--- config.mk ---
export PLATFORM = sky130hd
export DESIGN_NAME = udp_rs_encode_top
export DESIGN_NICKNAME = d
export VERILOG_FILES = /design/src/udp_rs_encode_pkg.sv /design/src/udp_rs_encode_in_ctrl.sv /design/src/udp_rs_encode_in_datap.sv /design/src/udp_rs_parity_gen.sv /design/src/udp_rs_encode_out_assemble.sv /design/src/udp_rs_encode_top.sv
export SDC_FILE = /design/constraint.sdc
export NUM_CORES = 1
export LEC_CHECK = 0
export ABC_CLOCK_PERIOD_IN_PS = 5100
export BUFFER_PORTS_ARGS = -buffer_cell sky130_fd_sc_hd__clkbuf_2
export CAP_MARGIN = 0
export CORE_AREA = 2 2 268 270
export DETAILED_ROUTE_END_ITERATION = 12
export DIE_AREA = 0 0 270 272
export GPL_ROUTABILITY_DRIVEN = 0
export REMOVE_ABC_BUFFERS = 1
export SETUP_SLACK_MARGIN = 0.2
export SLEW_MARGIN = 20
export SYNTH_ARGS = -nofsm -noshare
export SYNTH_HDL_FRONTEND = slang
export SYNTH_SLANG_ARGS = --single-unit
--- constraint.sdc ---
create_clock -name clk -period 5.1 [get_ports clk]
set_input_delay 1.02 -clock clk [delete_from_list [all_inputs] [get_ports clk]]
set_output_delay 1.02 -clock clk [all_outputs]
set_load 0.05 [all_outputs]
--- src/udp_rs_encode_pkg.sv ---
`default_nettype none

package udp_rs_encode_pkg;

    // ******************************************************************
    // Flit and field widths
    // ******************************************************************
    localparam int NOC_DATA_W   = 128;
    localparam int MSG_LEN_W    = 8;
    localparam int IP_ADDR_W    = 32;
    localparam int PORT_NUM_W   = 16;
    localparam int UDP_LENGTH_W = 16;
    localparam int NUM_BLOCKS_W = 4;

    // Field positions, counted in bits down from the flit MSB.
    localparam int HDR_LEN_TOP        = 0;   // Header flit count, 127..120.
    localparam int META_SRC_IP_TOP    = 0;   // 127..96.
    localparam int META_DST_IP_TOP    = 32;  // 95..64.
    localparam int META_SRC_PORT_TOP  = 64;  // 63..48.
    localparam int META_DST_PORT_TOP  = 80;  // 47..32.
    localparam int META_DATA_LEN_TOP  = 96;  // 31..16.
    localparam int REQ_BLOCKS_TOP     = 0;   // Request block count, 127..124.

    // ******************************************************************
    // Reed-Solomon RS(18,16) over GF(2^8)
    // ******************************************************************
    localparam int MAX_BLOCKS  = 8;   // Parity pairs per parity flit.
    localparam int SYM_W       = 8;
    localparam int RS_PAR_SYMS = 2;

    // x^8 + x^4 + x^3 + x^2 + 1.
    localparam logic [SYM_W:0] GF_POLY = 9'h11D;

    // g(x) = (x + 1)(x + alpha) = x^2 + 3x + 2.
    localparam logic [SYM_W-1:0] RS_G1 = 8'd3;
    localparam logic [SYM_W-1:0] RS_G0 = 8'd2;

    // ******************************************************************
    // Input controller states
    // ******************************************************************
    typedef enum logic [1:0] {
        ST_HDR,
        ST_META,
        ST_REQ,
        ST_DATA
    } in_state_e;

endpackage

`default_nettype wire

--- src/udp_rs_encode_in_ctrl.sv ---
`timescale 1ns/1ps
`default_nettype none

module udp_rs_encode_in_ctrl
    import udp_rs_encode_pkg::*;
(
     input  wire logic  clk
    ,input  wire logic  rst

    ,input  wire logic  in_val
    ,input  wire logic  last_flit

    ,output logic       store_hdr
    ,output logic       store_meta
    ,output logic       store_req
    ,output logic       incr_flits
    ,output logic       msg_done
);

    in_state_e  state_reg;
    in_state_e  state_next;

    always_ff @(posedge clk) begin
        if (rst) begin
            state_reg <= ST_HDR;
        end
        else begin
            state_reg <= state_next;
        end
    end

    // One strobe per valid flit, chosen by where we are in the message.
    always_comb begin
        store_hdr  = 1'b0;
        store_meta = 1'b0;
        store_req  = 1'b0;
        incr_flits = 1'b0;
        state_next = state_reg;

        case (state_reg)
            ST_HDR: begin
                if (in_val) begin
                    store_hdr  = 1'b1;
                    state_next = ST_META;
                end
            end
            ST_META: begin
                if (in_val) begin
                    store_meta = 1'b1;
                    state_next = ST_REQ;
                end
            end
            ST_REQ: begin
                if (in_val) begin
                    store_req  = 1'b1;
                    state_next = ST_DATA;
                end
            end
            ST_DATA: begin
                if (in_val) begin
                    incr_flits = 1'b1;
                    if (last_flit) begin
                        state_next = ST_HDR;  // Message complete.
                    end
                end
            end
            default: begin
                state_next = ST_HDR;
            end
        endcase
    end

    assign msg_done = incr_flits & last_flit;

endmodule

`default_nettype wire

--- src/udp_rs_encode_in_datap.sv ---
`timescale 1ns/1ps
`default_nettype none

module udp_rs_encode_in_datap
    import udp_rs_encode_pkg::*;
#(
     parameter int noc_data_w = 128
)(
     input  wire logic                      clk
    ,input  wire logic                      rst

    ,input  wire logic  [noc_data_w-1:0]    in_data

    ,input  wire logic                      store_hdr
    ,input  wire logic                      store_meta
    ,input  wire logic                      store_req
    ,input  wire logic                      incr_flits

    ,output logic       [MSG_LEN_W-1:0]     msg_len
    ,output logic       [IP_ADDR_W-1:0]     src_ip
    ,output logic       [IP_ADDR_W-1:0]     dst_ip
    ,output logic       [PORT_NUM_W-1:0]    src_port
    ,output logic       [PORT_NUM_W-1:0]    dst_port
    ,output logic       [UDP_LENGTH_W-1:0]  data_len
    ,output logic       [NUM_BLOCKS_W-1:0]  num_blocks
    ,output logic                           last_flit
);

    localparam int MSB = noc_data_w - 1;

    logic   [MSG_LEN_W-1:0]     msg_len_reg;
    logic   [NUM_BLOCKS_W-1:0]  num_blocks_reg;
    logic   [MSG_LEN_W-1:0]     flit_cnt_reg;
    logic   [MSG_LEN_W-1:0]     flit_cnt_next;
    logic   [MSG_LEN_W-1:0]     data_total;

    logic   [IP_ADDR_W-1:0]     src_ip_reg;
    logic   [IP_ADDR_W-1:0]     dst_ip_reg;
    logic   [PORT_NUM_W-1:0]    src_port_reg;
    logic   [PORT_NUM_W-1:0]    dst_port_reg;
    logic   [UDP_LENGTH_W-1:0]  data_len_reg;

    // ******************************************************************
    // Bypassed field values, valid in the cycle they are stored
    // ******************************************************************
    assign msg_len    = store_hdr ? in_data[MSB-HDR_LEN_TOP -: MSG_LEN_W] : msg_len_reg;
    assign num_blocks = store_req ? in_data[MSB-REQ_BLOCKS_TOP -: NUM_BLOCKS_W]
                                  : num_blocks_reg;

    always_comb begin
        if (store_meta) begin
            src_ip   = in_data[MSB-META_SRC_IP_TOP -: IP_ADDR_W];
            dst_ip   = in_data[MSB-META_DST_IP_TOP -: IP_ADDR_W];
            src_port = in_data[MSB-META_SRC_PORT_TOP -: PORT_NUM_W];
            dst_port = in_data[MSB-META_DST_PORT_TOP -: PORT_NUM_W];
            data_len = in_data[MSB-META_DATA_LEN_TOP -: UDP_LENGTH_W];
        end
        else begin
            src_ip   = src_ip_reg;
            dst_ip   = dst_ip_reg;
            src_port = src_port_reg;
            dst_port = dst_port_reg;
            data_len = data_len_reg;
        end
    end

    always_ff @(posedge clk) begin
        if (rst) begin
            msg_len_reg    <= '0;
            num_blocks_reg <= '0;
            flit_cnt_reg   <= '0;
        end
        else begin
            msg_len_reg    <= msg_len;
            num_blocks_reg <= num_blocks;
            flit_cnt_reg   <= flit_cnt_next;
        end
    end

    always_ff @(posedge clk) begin
        src_ip_reg   <= src_ip;
        dst_ip_reg   <= dst_ip;
        src_port_reg <= src_port;
        dst_port_reg <= dst_port;
        data_len_reg <= data_len;
    end

    // ******************************************************************
    // Data flit counter
    // ******************************************************************
    assign flit_cnt_next = store_hdr  ? '0
                         : incr_flits ? flit_cnt_reg + 1'b1
                         : flit_cnt_reg;

    assign data_total = msg_len_reg - MSG_LEN_W'(3);  // Less header, meta, request.

    // Counter holds flits already seen, so this one is the last.
    assign last_flit = (flit_cnt_reg + 1'b1) == data_total;

endmodule

`default_nettype wire

--- src/udp_rs_parity_gen.sv ---
`timescale 1ns/1ps
`default_nettype none

module udp_rs_parity_gen
    import udp_rs_encode_pkg::*;
#(
     parameter int noc_data_w = 128
)(
     input  wire logic                      clk
    ,input  wire logic                      rst

    ,input  wire logic                      clear
    ,input  wire logic                      blk_val
    ,input  wire logic  [noc_data_w-1:0]    blk_data

    ,output logic       [noc_data_w-1:0]    parity_flit
);

    localparam int NUM_SYMS = noc_data_w / SYM_W;
    localparam int PAIR_W   = RS_PAR_SYMS * SYM_W;
    localparam int PAR_W    = MAX_BLOCKS * PAIR_W;
    localparam int SLOT_W   = $clog2(MAX_BLOCKS);

    logic   [PAR_W-1:0]     parity_reg;
    logic   [SLOT_W-1:0]    slot_reg;
    logic   [PAIR_W-1:0]    blk_parity;

    function automatic logic [SYM_W-1:0] gf_mul(
        input logic [SYM_W-1:0] a,
        input logic [SYM_W-1:0] b
    );
        logic [SYM_W-1:0] acc;
        logic [SYM_W-1:0] sh;
        acc = '0;
        sh  = a;
        for (int k = 0; k < SYM_W; k++) begin
            if (b[k]) begin
                acc = acc ^ sh;
            end
            // Multiply by alpha, reduce when x^8 falls out.
            sh = sh[SYM_W-1] ? ((sh << 1) ^ GF_POLY[SYM_W-1:0]) : (sh << 1);
        end
        return acc;
    endfunction

    // Two-stage LFSR division by g(x), MSB symbol first.
    function automatic logic [PAIR_W-1:0] rs_parity(input logic [noc_data_w-1:0] blk);
        logic [SYM_W-1:0] r1;
        logic [SYM_W-1:0] r0;
        logic [SYM_W-1:0] fb;
        r1 = '0;
        r0 = '0;
        for (int s = NUM_SYMS - 1; s >= 0; s--) begin
            fb = blk[s*SYM_W +: SYM_W] ^ r1;
            r1 = r0 ^ gf_mul(fb, RS_G1);
            r0 = gf_mul(fb, RS_G0);
        end
        return {r1, r0};  // p1 in the upper byte.
    endfunction

    assign blk_parity = rs_parity(blk_data);

    // ******************************************************************
    // Parity slot register
    // ******************************************************************
    always_ff @(posedge clk) begin
        if (rst || clear) begin
            parity_reg <= '0;
            slot_reg   <= '0;
        end
        else if (blk_val) begin
            parity_reg[PAR_W-1 - slot_reg*PAIR_W -: PAIR_W] <= blk_parity;
            slot_reg <= slot_reg + 1'b1;
        end
    end

    // Slots fill the flit from the top; anything below stays zero.
    always_comb begin
        parity_flit = '0;
        parity_flit[noc_data_w-1 -: PAR_W] = parity_reg;
    end

endmodule

`default_nettype wire

--- src/udp_rs_encode_out_assemble.sv ---
`timescale 1ns/1ps
`default_nettype none

module udp_rs_encode_out_assemble
    import udp_rs_encode_pkg::*;
#(
     parameter int noc_data_w = 128
)(
     input  wire logic                      clk
    ,input  wire logic                      rst

    ,input  wire logic                      in_val
    ,input  wire logic  [noc_data_w-1:0]    in_data

    ,input  wire logic                      store_hdr
    ,input  wire logic                      store_meta
    ,input  wire logic                      msg_done

    ,input  wire logic  [MSG_LEN_W-1:0]     msg_len
    ,input  wire logic  [UDP_LENGTH_W-1:0]  data_len
    ,input  wire logic  [NUM_BLOCKS_W-1:0]  num_blocks

    ,input  wire logic  [noc_data_w-1:0]    parity_flit

    ,output logic                           out_val
    ,output logic       [noc_data_w-1:0]    out_data
    ,output logic                           out_last
);

    localparam int MSB = noc_data_w - 1;

    logic   [noc_data_w-1:0]    flit_q;
    logic                       hdr_q;
    logic                       meta_q;
    logic                       pend_q;

    // ******************************************************************
    // Output registers
    // ******************************************************************
    always_ff @(posedge clk) begin
        if (rst) begin
            out_val  <= 1'b0;
            out_last <= 1'b0;
            hdr_q    <= 1'b0;
            meta_q   <= 1'b0;
            pend_q   <= 1'b0;
        end
        else begin
            out_val  <= in_val | pend_q;
            out_last <= pend_q;       // Parity flit closes the message.
            hdr_q    <= store_hdr;
            meta_q   <= store_meta;
            pend_q   <= msg_done;
        end
    end

    // Sender stays idle while the parity flit is pending.
    always_ff @(posedge clk) begin
        if (pend_q) begin
            flit_q <= parity_flit;
        end
        else if (in_val) begin
            flit_q <= in_data;
        end
    end

    // ******************************************************************
    // Field rewrite on the registered flit
    // ******************************************************************
    // The block count only arrives with the request flit, which follows
    // the metadata directly, so the length patch is applied one cycle
    // later, as the metadata leaves the register.
    always_comb begin
        out_data = flit_q;
        if (hdr_q) begin
            out_data[MSB-HDR_LEN_TOP -: MSG_LEN_W] = msg_len + 1'b1;  // Extra parity flit.
        end
        if (meta_q) begin
            out_data[MSB-META_DATA_LEN_TOP -: UDP_LENGTH_W] =
                data_len + UDP_LENGTH_W'({num_blocks, 1'b0});  // Two bytes per block.
        end
    end

endmodule

`default_nettype wire

--- src/udp_rs_encode_top.sv ---
`timescale 1ns/1ps
`default_nettype none

module udp_rs_encode_top
    import udp_rs_encode_pkg::*;
#(
     parameter int noc_data_w = NOC_DATA_W
)(
     input  wire logic                      clk
    ,input  wire logic                      rst

    ,input  wire logic                      in_val
    ,input  wire logic  [noc_data_w-1:0]    in_data

    ,output logic                           out_val
    ,output logic       [noc_data_w-1:0]    out_data
    ,output logic                           out_last
);

    logic                       store_hdr;
    logic                       store_meta;
    logic                       store_req;
    logic                       incr_flits;
    logic                       msg_done;
    logic                       last_flit;

    logic   [MSG_LEN_W-1:0]     msg_len;
    logic   [UDP_LENGTH_W-1:0]  data_len;
    logic   [NUM_BLOCKS_W-1:0]  num_blocks;
    logic   [noc_data_w-1:0]    parity_flit;

    udp_rs_encode_in_ctrl in_ctrl (
         .clk           (clk)
        ,.rst           (rst)
        ,.in_val        (in_val)
        ,.last_flit     (last_flit)
        ,.store_hdr     (store_hdr)
        ,.store_meta    (store_meta)
        ,.store_req     (store_req)
        ,.incr_flits    (incr_flits)
        ,.msg_done      (msg_done)
    );

    // Addresses and ports pass through the data path unchanged.
    udp_rs_encode_in_datap #(
         .noc_data_w    (noc_data_w)
    ) in_datap (
         .clk           (clk)
        ,.rst           (rst)
        ,.in_data       (in_data)
        ,.store_hdr     (store_hdr)
        ,.store_meta    (store_meta)
        ,.store_req     (store_req)
        ,.incr_flits    (incr_flits)
        ,.msg_len       (msg_len)
        ,.src_ip        ()
        ,.dst_ip        ()
        ,.src_port      ()
        ,.dst_port      ()
        ,.data_len      (data_len)
        ,.num_blocks    (num_blocks)
        ,.last_flit     (last_flit)
    );

    udp_rs_parity_gen #(
         .noc_data_w    (noc_data_w)
    ) parity_gen (
         .clk           (clk)
        ,.rst           (rst)
        ,.clear         (store_hdr)     // New message, empty parity flit.
        ,.blk_val       (incr_flits)
        ,.blk_data      (in_data)
        ,.parity_flit   (parity_flit)
    );

    udp_rs_encode_out_assemble #(
         .noc_data_w    (noc_data_w)
    ) out_assemble (
         .clk           (clk)
        ,.rst           (rst)
        ,.in_val        (in_val)
        ,.in_data       (in_data)
        ,.store_hdr     (store_hdr)
        ,.store_meta    (store_meta)
        ,.msg_done      (msg_done)
        ,.msg_len       (msg_len)
        ,.data_len      (data_len)
        ,.num_blocks    (num_blocks)
        ,.parity_flit   (parity_flit)
        ,.out_val       (out_val)
        ,.out_data      (out_data)
        ,.out_last      (out_last)
    );

endmodule

`default_nettype wire

==> results of run 1 <==
-- final cells by class --
type                       count  area (um2)
sequential                   302        7330
timing repair buffer         513        3540
clock inverter                19         208
tap                          950        1190
multi-input combinational    984        9600
inverter                      24        90.1
clock buffer                  51        1110
antenna                        3        7.51
fill                        7031       47700
-- how the worst max path moves through the flow --
stage,startpoint,end,slack [ps],cells past startpoint
6_report,in_data[60],parity_gen.parity_flit[124]$_SDFFE_PP0P_,60,16
5_1_grt,in_data[117],parity_gen.parity_flit[124]$_SDFFE_PP0P_,60,18
4_1_cts,in_data[102],parity_gen.parity_flit[123]$_SDFFE_PP0P_,150,16
3_5_place_dp,in_data[116],parity_gen.parity_flit[21]$_SDFFE_PP0P_,-630,14
3_3_place_gp,in_data[116],parity_gen.parity_flit[85]$_SDFFE_PP0P_,-520,14
2_1_floorplan,in_data[116],parity_gen.parity_flit[29]$_SDFFE_PP0P_,-450,12
-- per-layer routing --
layer	global-route usage [%]	vias up	routed length (um)
met5	0	-	58
met4	4.12	10	1230
met3	3.75	78	4910
met2	27.8	503	31100
met1	22.2	6375	26900
li1	-	5809	-
-- cell families after synthesis --
kind of cell | synth area share [%]
flip-flops | 42.0
AND/OR/NAND/NOR | 6.85
XOR/XNOR | 26.0
multiplexers | 11.5
buffers and inverters | 6.46
adder cells (fa/ha/maj) | 1.41
AO/OA/AOI/OAI | 5.76
-- cells in the final DEF (no fill, tap or decap), types with 16 or more instances in the layout --
master	instances
a21oi_1	52
a22o_1	16
a22oi_1	59
buf_12	17
buf_4	225
buf_6	24
clkbuf_16	42
clkbuf_2	245
dfxtp_1	173
edfxtp_1	128
ha_1	18
inv_1	24
mux2_2	159
mux2i_1	19
nand2_1	96
nor2_1	121
xnor2_1	151
xnor2_2	28
xnor3_1	47
xnor3_2	31
xor2_1	53
-- synth_stat cells (all sizes together) (3+ instances only) --
master,number
dlygate4sd3,3
nand2,98
edfxtp,128
nor3,11
nor2,128
xor2,69
nand3,13
nor2b,5
xnor2,191
xnor3,81
nand4,3
a22oi,70
a21oi,54
nand2b,5
dfxtp,174
a22o,16
mux2,159
clkbuf,44
xor3,12
inv,24
nor3b,3
mux2i,21
and3,8
nor4,3
dlygate4sd1,3
ha,18
buf,110
-- metrics by stage --
stage | util, % | hold slack (ps) | setup WS [ps] | setup TNS, ps
6_report | 32.6 | 456 | 64.7 | 0
5_1_grt | 32.6 | 476 | 56.3 | 0
4_1_cts | 31.4 | 452 | 152 | 0
3_5_place_dp | 29.2 | 444 | -627 | -41990
3_3_place_gp | 29.2 | 436 | -518 | -28540
2_1_floorplan | - | 428 | -447 | -50820
-- tightest hold or removal path, cell delays in order, from the launching register on --
cell and delay, ps:
dfxtp_1 310, nand2_1 50, a21oi_1 50
-- repair_timing --
action | CTS | global route
gates cloned | 0 | 0
setup endpoints to repair | 58 | 90
resized for setup | 28 | 97
pin swaps | 22 | 64
buffers inserted | 10 | 34
==> impl_metrics.toml, run 1 <==
[die]
dieWidth_um = 270
die_area_um2 = 73400
pin_count = 261
die_y_um = 272
rows = 98
start_util_pct = 24.7
core_um2 = 70800

[final_layout]
fin_cells = 2846
nNetsFinal = 2013
drive_above_1_share_pct = 45.5
design_area_um2 = 23100
area_delta_synth_final_pct = 32.3

[clock_tree]
clockRootBuffer = "clkbuf_16"
clockBufferDepth = 3
cts_tree = "yes"
numClockSinks = 302
path_clk_slew_ps = 60
cts_buffers = 38
clk_latency_ps = 560
cts-htree-levels = 2
postCtsHoldBufs = 0

[global_routing]
grt_max_degree = 78
grt_use_total_pct = 16.8
grt_pass1_vias = 12900
grt-ovfl-total = 0
grt_pass1_wl_um = 89900
antenna_found_initial = 7

[yosys]
ys_types = 49
syn_area_um2 = 17400
syn_avg_cell_area_um2 = 11.9
async_flop_share_pct = 0
synth_edf_count = 128
synth_top_flop_cell = "dfxtp_1"
synth-seq-cells = 302
ys_seq_area_share_pct = 42.0
yosysTopAreaCell = "edfxtp_1"
syn_inst = 1470
yosysTopAreaCellShare_pct = 22.0
synthTopCellsByArea = "edfxtp_1 22%, dfxtp_1 20%, mux2_2 10%"
synth_warnings = 0

[worst_setup_path]
path_common_cell = "xnor3_1"
slowest_stage = "xor3_2"
crit_arrival_ps = 5440
path_max_fanout = 8
rr_worst_depth = 10
endpoint_kind = "register"
worstPathCellList = "clkbuf_2 > xnor3_1 > xnor3_1 > buf_6 > xor3_1 > xnor3_1 > xnor3_1 > xnor2_2 > buf_4 > xnor3_2 > xnor3_1 > xnor3_2 > buf_6 > xor3_2 > a22oi_1 > nor2_1"
critPathLaunchType = "input port"
r2r_start = "in_datap.flit_cnt_reg[2]$_SDFFE_PP0P_"
critPathKind = "input port to register"
r2r-end = "in_ctrl.state_reg[0]$_SDFFE_PP0P_"
max_stage_delay_ps = 510
cp_top_family = "XOR/XNOR gates"
path_buf_inv = 4
cp_data_required_time_ps = 5510
regToRegSetupSlack_ps = 1920

[detailed_routing]
antenna_left = 0
via_count = 12800
vias_per_cell = 4.49
firstDrtPassIters = 5
first_iter_violations = 922
finalWirelength_um = 64200
drc = 0
wl_per_cell_um = 22.5

[timing]
finalHoldViolations = 0
fmax_mhz = 199
rsz0062_at_grt = "yes"
relSlewSlack_pct = 30.3
tightest_slew_ps = 1050
slew_violations = 0
setup_viol = 0
fin_worst_skew_ps = 20.1
period_share_pct = 98.7
fin_crit_ps = 5040

[run]
max_cap_viol_count = 0

[hold_path]
hold_end = "parity_gen.parity_flit[57]$_SDFFE_PP0P_"
min_from = "parity_gen.parity_flit[57]$_SDFFE_PP0P_"
whs_path_depth = 2
hp-class = "register to register"

[place]
dpl_cell_area_um2 = 20700
dp_cells = 2729
place_hpwl_um = 48700
numPortBuffers = 260

[status]
status = "completed"
Power of run 1 is left out: the tool's default activity adds up to more than one toggle a clock period on the data nets, which glitch-free logic cannot reach.
==> run 2, diff against run 1 <==
--- a/config.mk
+++ b/config.mk
@@ -8,10 +8,11 @@
 export ABC_CLOCK_PERIOD_IN_PS = 5100
 export BUFFER_PORTS_ARGS = -buffer_cell sky130_fd_sc_hd__clkbuf_2
 export CAP_MARGIN = 0
-export CORE_AREA = 2 2 268 270
+export CORE_AREA = 2 2 200 202
 export DETAILED_ROUTE_END_ITERATION = 12
-export DIE_AREA = 0 0 270 272
+export DIE_AREA = 0 0 202 204
 export GPL_ROUTABILITY_DRIVEN = 0
+export PLACE_DENSITY = 0.68
 export REMOVE_ABC_BUFFERS = 1
 export SETUP_SLACK_MARGIN = 0.2
 export SLEW_MARGIN = 20
==> run 2 against run 1 <==
Maximum frequency increased by 0.77%. Register-to-register slack improved by 20 ps. Worst setup slack improved by 38 ps. Core utilization increased by 24 points. Critical path type unchanged. Highest routed layer unchanged. Count of clock-buffer cells in the layout increased by 3. Cell count decreased by 16%.
==> impl_metrics.toml, run 2 (synthesized netlist as in run 1, its figures left out) <==
[status]
status = "completed"

[clock_tree]
cts_tree = "yes"
numClockSinks = 302
clockRootBuffer = "clkbuf_16"
cts-htree-levels = 2
clockBufferDepth = 3
cts_buffers = 35
path_clk_slew_ps = 60
clk_latency_ps = 540

[place]
post-place-ws_ps = -702
dpl_cell_area_um2 = 20000
numPortBuffers = 260
place_hpwl_um = 40000

[worst_setup_path]
crit_arrival_ps = 5380
slowest_stage = "xor3_2"
path_common_cell = "xnor3_2"
path_max_fanout = 8
endpoint_kind = "register"
critPathKind = "input port to register"
critPathLaunchType = "input port"
cp_data_required_time_ps = 5480
cp_top_family = "XOR/XNOR gates"
path_buf_inv = 3
max_stage_delay_ps = 570
worstPathCellList = "buf_6 > xnor3_2 > xnor2_2 > buf_4 > xnor3_2 > xnor2_4 > xnor3_2 > buf_6 > xnor2_4 > xnor3_1 > xnor3_1 > xnor3_2 > xor3_2 > a22oi_1 > nor2_1"

[timing]
finalHoldViolations = 0
tns_ps = 0
relSlewSlack_pct = 28.4
finalWorstSetupSlack_ps = 103
setup_viol = 0
fin_crit_ps = 5000
fmax_mhz = 200
slew_violations = 0
fin_worst_skew_ps = 18.5
rsz0062_at_grt = "yes"
tightest_slew_ps = 1070
period_share_pct = 98.0

[detailed_routing]
wl_per_cell_um = 22.7
finalWirelength_um = 54200
vias_per_cell = 5.27
via_count = 12600
firstDrtPassIters = 5
drc = 0
first_iter_violations = 988
antenna_left = 0

[run]
max_cap_viol_count = 0

[global_routing]
antenna_found_initial = 3
grt_use_total_pct = 25.5
grt_pass1_vias = 12600
grt_pass1_wl_um = 77700
grt-ovfl-total = 0
grt_max_degree = 80

[hold_path]
hp-class = "register to register"

[final_layout]
final_cell_mix = "252 x clkbuf_2, 214 x buf_4, 173 x dfxtp_1"
mostFrequentLayoutCell = "clkbuf_2"
design_area_um2 = 22200
fillers = 3194
nNetsFinal = 1991
drive_above_1_share_pct = 45.2
area_delta_synth_final_pct = 27.3

[die]
start_util_pct = 44.5
rows = 73
pin_count = 261
die_y_um = 204
die_area_um2 = 41200
core_um2 = 39200
dieWidth_um = 202
-- run 2: final cells by class --
cell class | instances | area, um2 | area share (%)
Inverter | 24 | 90.1 | 0.406
Antenna cell | 1 | 2.50 | 0.0113
Timing Repair Buffer | 494 | 3270 | 14.7
Tap cell | 525 | 657 | 2.96
Multi-Input combinational cell | 984 | 9630 | 43.4
Clock buffer | 54 | 1090 | 4.92
Sequential cell | 302 | 7330 | 33.0
Clock inverter | 9 | 120 | 0.541
-- run 2: worst paths after layout --
path / start / endpoint / slack [ps] / cells after the start
max: in_data[102] / parity_gen.parity_flit[44]$_SDFFE_PP0P_ / 100 / 15
min: parity_gen.parity_flit[121]$_SDFFE_PP0P_ / parity_gen.parity_flit[121]$_SDFFE_PP0P_ / 460 / 2
max reg2reg: in_ctrl.state_reg[1]$_SDFFE_PP0P_ / parity_gen.parity_flit[108]$_SDFFE_PP0P_ / 1940 / 7
min reg2reg: parity_gen.parity_flit[121]$_SDFFE_PP0P_ / parity_gen.parity_flit[121]$_SDFFE_PP0P_ / 460 / 2
-- run 2: stage by stage --
step / hold WS (ps) / util (%) / instances
final: 460 / 56.6 / 2393
after detailed placement: 445 / 51.0 / 2290
after global routing: 479 / 56.6 / 2393
after floorplan: 428 / - / 1310
after global placement: 438 / 51.0 / 2290
after CTS: 455 / 55.0 / 2367
-- run 2: worst reg2reg max path, cell delays in order (launching register included) --
cell and delay [ps]:
dfxtp_1 380, ha_1 240, nand2_1 250, nor2_1 270, nand2_1 680, nor2_2 970
a22oi_1 170, nor2_1 150
-- run 2: repair_timing --
item / in CTS / in global routing
hold buffers: 0 / 0
pin swaps: 27 / 34
resized for setup: 43 / 81
setup endpoints to repair: 78 / 87
setup buffers: 14 / 25
cloned: 0 / 0
-- run 2: metal layers --
layer / vias up / routed length (um) / share of wire, % / GRT usage, %
li1: 5757 / - / - / -
met1: 6169 / 22000 / 41 / 33.5
met2: 572 / 25800 / 48 / 42.0
met3: 115 / 3990 / 7.4 / 4.46
met4: 4 / 2330 / 4.3 / 9.95
met5: - / 33 / 0.061 / 0
Power of run 2 is left out for the same reason.
==> run 3, diff against run 2 <==
--- a/config.mk
+++ b/config.mk
@@ -5,7 +5,7 @@
 export SDC_FILE = /design/constraint.sdc
 export NUM_CORES = 1
 export LEC_CHECK = 0
-export ABC_CLOCK_PERIOD_IN_PS = 5100
+export ABC_CLOCK_PERIOD_IN_PS = 4170
 export BUFFER_PORTS_ARGS = -buffer_cell sky130_fd_sc_hd__clkbuf_2
 export CAP_MARGIN = 0
 export CORE_AREA = 2 2 200 202
==> constraint.sdc (replaced) <==
create_clock -name clk -period 4.17 [get_ports clk]
set_input_delay 0.834 -clock clk [delete_from_list [all_inputs] [get_ports clk]]
set_output_delay 0.834 -clock clk [all_outputs]
set_load 0.05 [all_outputs]
==> run 3 against run 2 <==
The flow now finishes with violations (setup timing). Cell count increased by 3.4%. Critical path type unchanged. First-iteration DRC count rose by 8.8%. Count of clock-buffer cells in the layout down 1. Worst setup slack got worse by 820 ps. Sequential share of layout area fell by 2.7 points. Core utilization rose by 5.2 points.
==> impl_metrics.toml, run 3 (synthesized netlist as in run 1, its figures left out) <==
[final_layout]
area_delta_synth_final_pct = 38.9
fin_cells = 2474
register_area_um2 = 7340
fillers = 2871
drive_above_1_share_pct = 55.4
design_area_um2 = 24200
mostFrequentLayoutCell = "clkbuf_2"
final_cell_mix = "239 x clkbuf_2, 237 x buf_4, 171 x dfxtp_1"
multi_input_area_um2 = 10700
nNetsFinal = 2072

[timing]
fin_worst_skew_ps = 10.2
finalWorstSetupSlack_ps = -720
slew_violations = 0
relSlewSlack_pct = 25.0
tightest_slew_ps = 1120
fin_crit_ps = 4890
finalHoldViolations = 0
rsz0062_at_grt = "yes"
setup_viol = 128
period_share_pct = 117
hold_ws_ps = 459
fmax_mhz = 205

[clock_tree]
cts_tree = "yes"
postCtsHoldBufs = 0
cts-htree-levels = 2
path_clk_slew_ps = 60
clockRootBuffer = "clkbuf_16"
numClockSinks = 302
clockBufferDepth = 3
cts_buffers = 34
clk_latency_ps = 520

[global_routing]
antenna_found_initial = 3
grt_max_degree = 74
grt-ovfl-total = 0
grt_pass1_vias = 13500
grt_use_total_pct = 27.2
grt_pass1_wl_um = 83100

[worst_setup_path]
path_common_cell = "xnor3_2"
endpoint_kind = "register"
path_max_fanout = 8
slowest_stage = "xor3_2"
worstPathCellList = "buf_6 > xnor3_2 > xnor2_2 > buf_4 > buf_6 > buf_6 > xnor3_2 > xnor2_4 > buf_6 > xor3_1 > buf_4 > xnor3_2 > xnor3_2 > xnor3_2 > xnor3_2 > xor3_2 > a22oi_2 > nor2_1"
critPathKind = "input port to register"
critPathLaunchType = "input port"
cp_data_required_time_ps = 4550
crit_arrival_ps = 5270
max_stage_delay_ps = 540

[place]
place_hpwl_um = 41300
numPortBuffers = 260
dpl_cell_area_um2 = 20400
dp_cells = 2343

[detailed_routing]
finalWirelength_um = 58700
drc = 0
vias_per_cell = 5.35
via_count = 13200
wl_per_cell_um = 23.7
first_iter_violations = 1075
firstDrtPassIters = 5
antenna_left = 0

[die]
die_area_um2 = 41200
dieWidth_um = 202
rows = 73
die_y_um = 204
core_um2 = 39200
pin_count = 261
start_util_pct = 44.5

[status]
failed_checks = "setup timing"
status = "finished, violations left"

[run]
max_cap_viol_count = 0

[hold_path]
hp-class = "register to register"
[run 3: final cells by class]
cell class / count / share of cell area (%)
Multi-Input combinational cell: 984 / 44.0
Sequential cell: 302 / 30.3
Timing Repair Buffer: 576 / 17.9
Clock buffer: 53 / 4.40
Tap cell: 525 / 2.71
Inverter: 24 / 0.392
Clock inverter: 9 / 0.299
Antenna cell: 1 / 0.0103
[run 3: metrics by stage]
| stage | TNS, ps | utilization (%) | worst slack [ps] |
|---|---|---|---|
| 2_1_floorplan | -249900 | - | -1250 |
| 3_3_place_gp | -133890 | 52.1 | -1480 |
| 3_5_place_dp | -148790 | 52.1 | -1610 |
| 4_1_cts | -41560 | 59.3 | -642 |
| 5_1_grt | -74080 | 61.8 | -815 |
| 6_report | -63150 | 61.8 | -720 |
[run 3: worst paths after layout]
path	from	end	slack, ps	depth (start not counted)
worst max-delay path	in_data[116]	parity_gen.parity_flit[29]$_SDFFE_PP0P_	-720	18
worst min-delay path	parity_gen.parity_flit[24]$_SDFFE_PP0P_	parity_gen.parity_flit[24]$_SDFFE_PP0P_	460	2
worst max register to register	in_ctrl.state_reg[1]$_SDFFE_PP0P_	parity_gen.parity_flit[3]$_SDFFE_PP0P_	1140	7
worst min register to register	parity_gen.parity_flit[24]$_SDFFE_PP0P_	parity_gen.parity_flit[24]$_SDFFE_PP0P_	460	2
[run 3: layer usage]
metal	routed length [um]	GRT usage, %	vias to the layer above
met3	4340	4.78	180
met1	23000	34.6	6522
li1	-	-	5918
met2	27900	45.0	610
met4	3340	12.9	4
met5	21	0	-
[run 3: what timing repair did]
item | 4_1_cts | 5_1_grt
pin swaps | 114 | 121
gates resized for setup | 269 | 153
setup buffers | 39 | 29
setup endpoints to repair | 139 | 142
[run 3: critical path, delay by kind of cell]
kind                   cells  cell delay [ps]
AO/OA/AOI/OAI              1              180
AND/OR/NAND/NOR            1               90
XOR/XNOR                  10             3470
buffers and inverters      6              680
Power of run 3 is left out for the same reason.
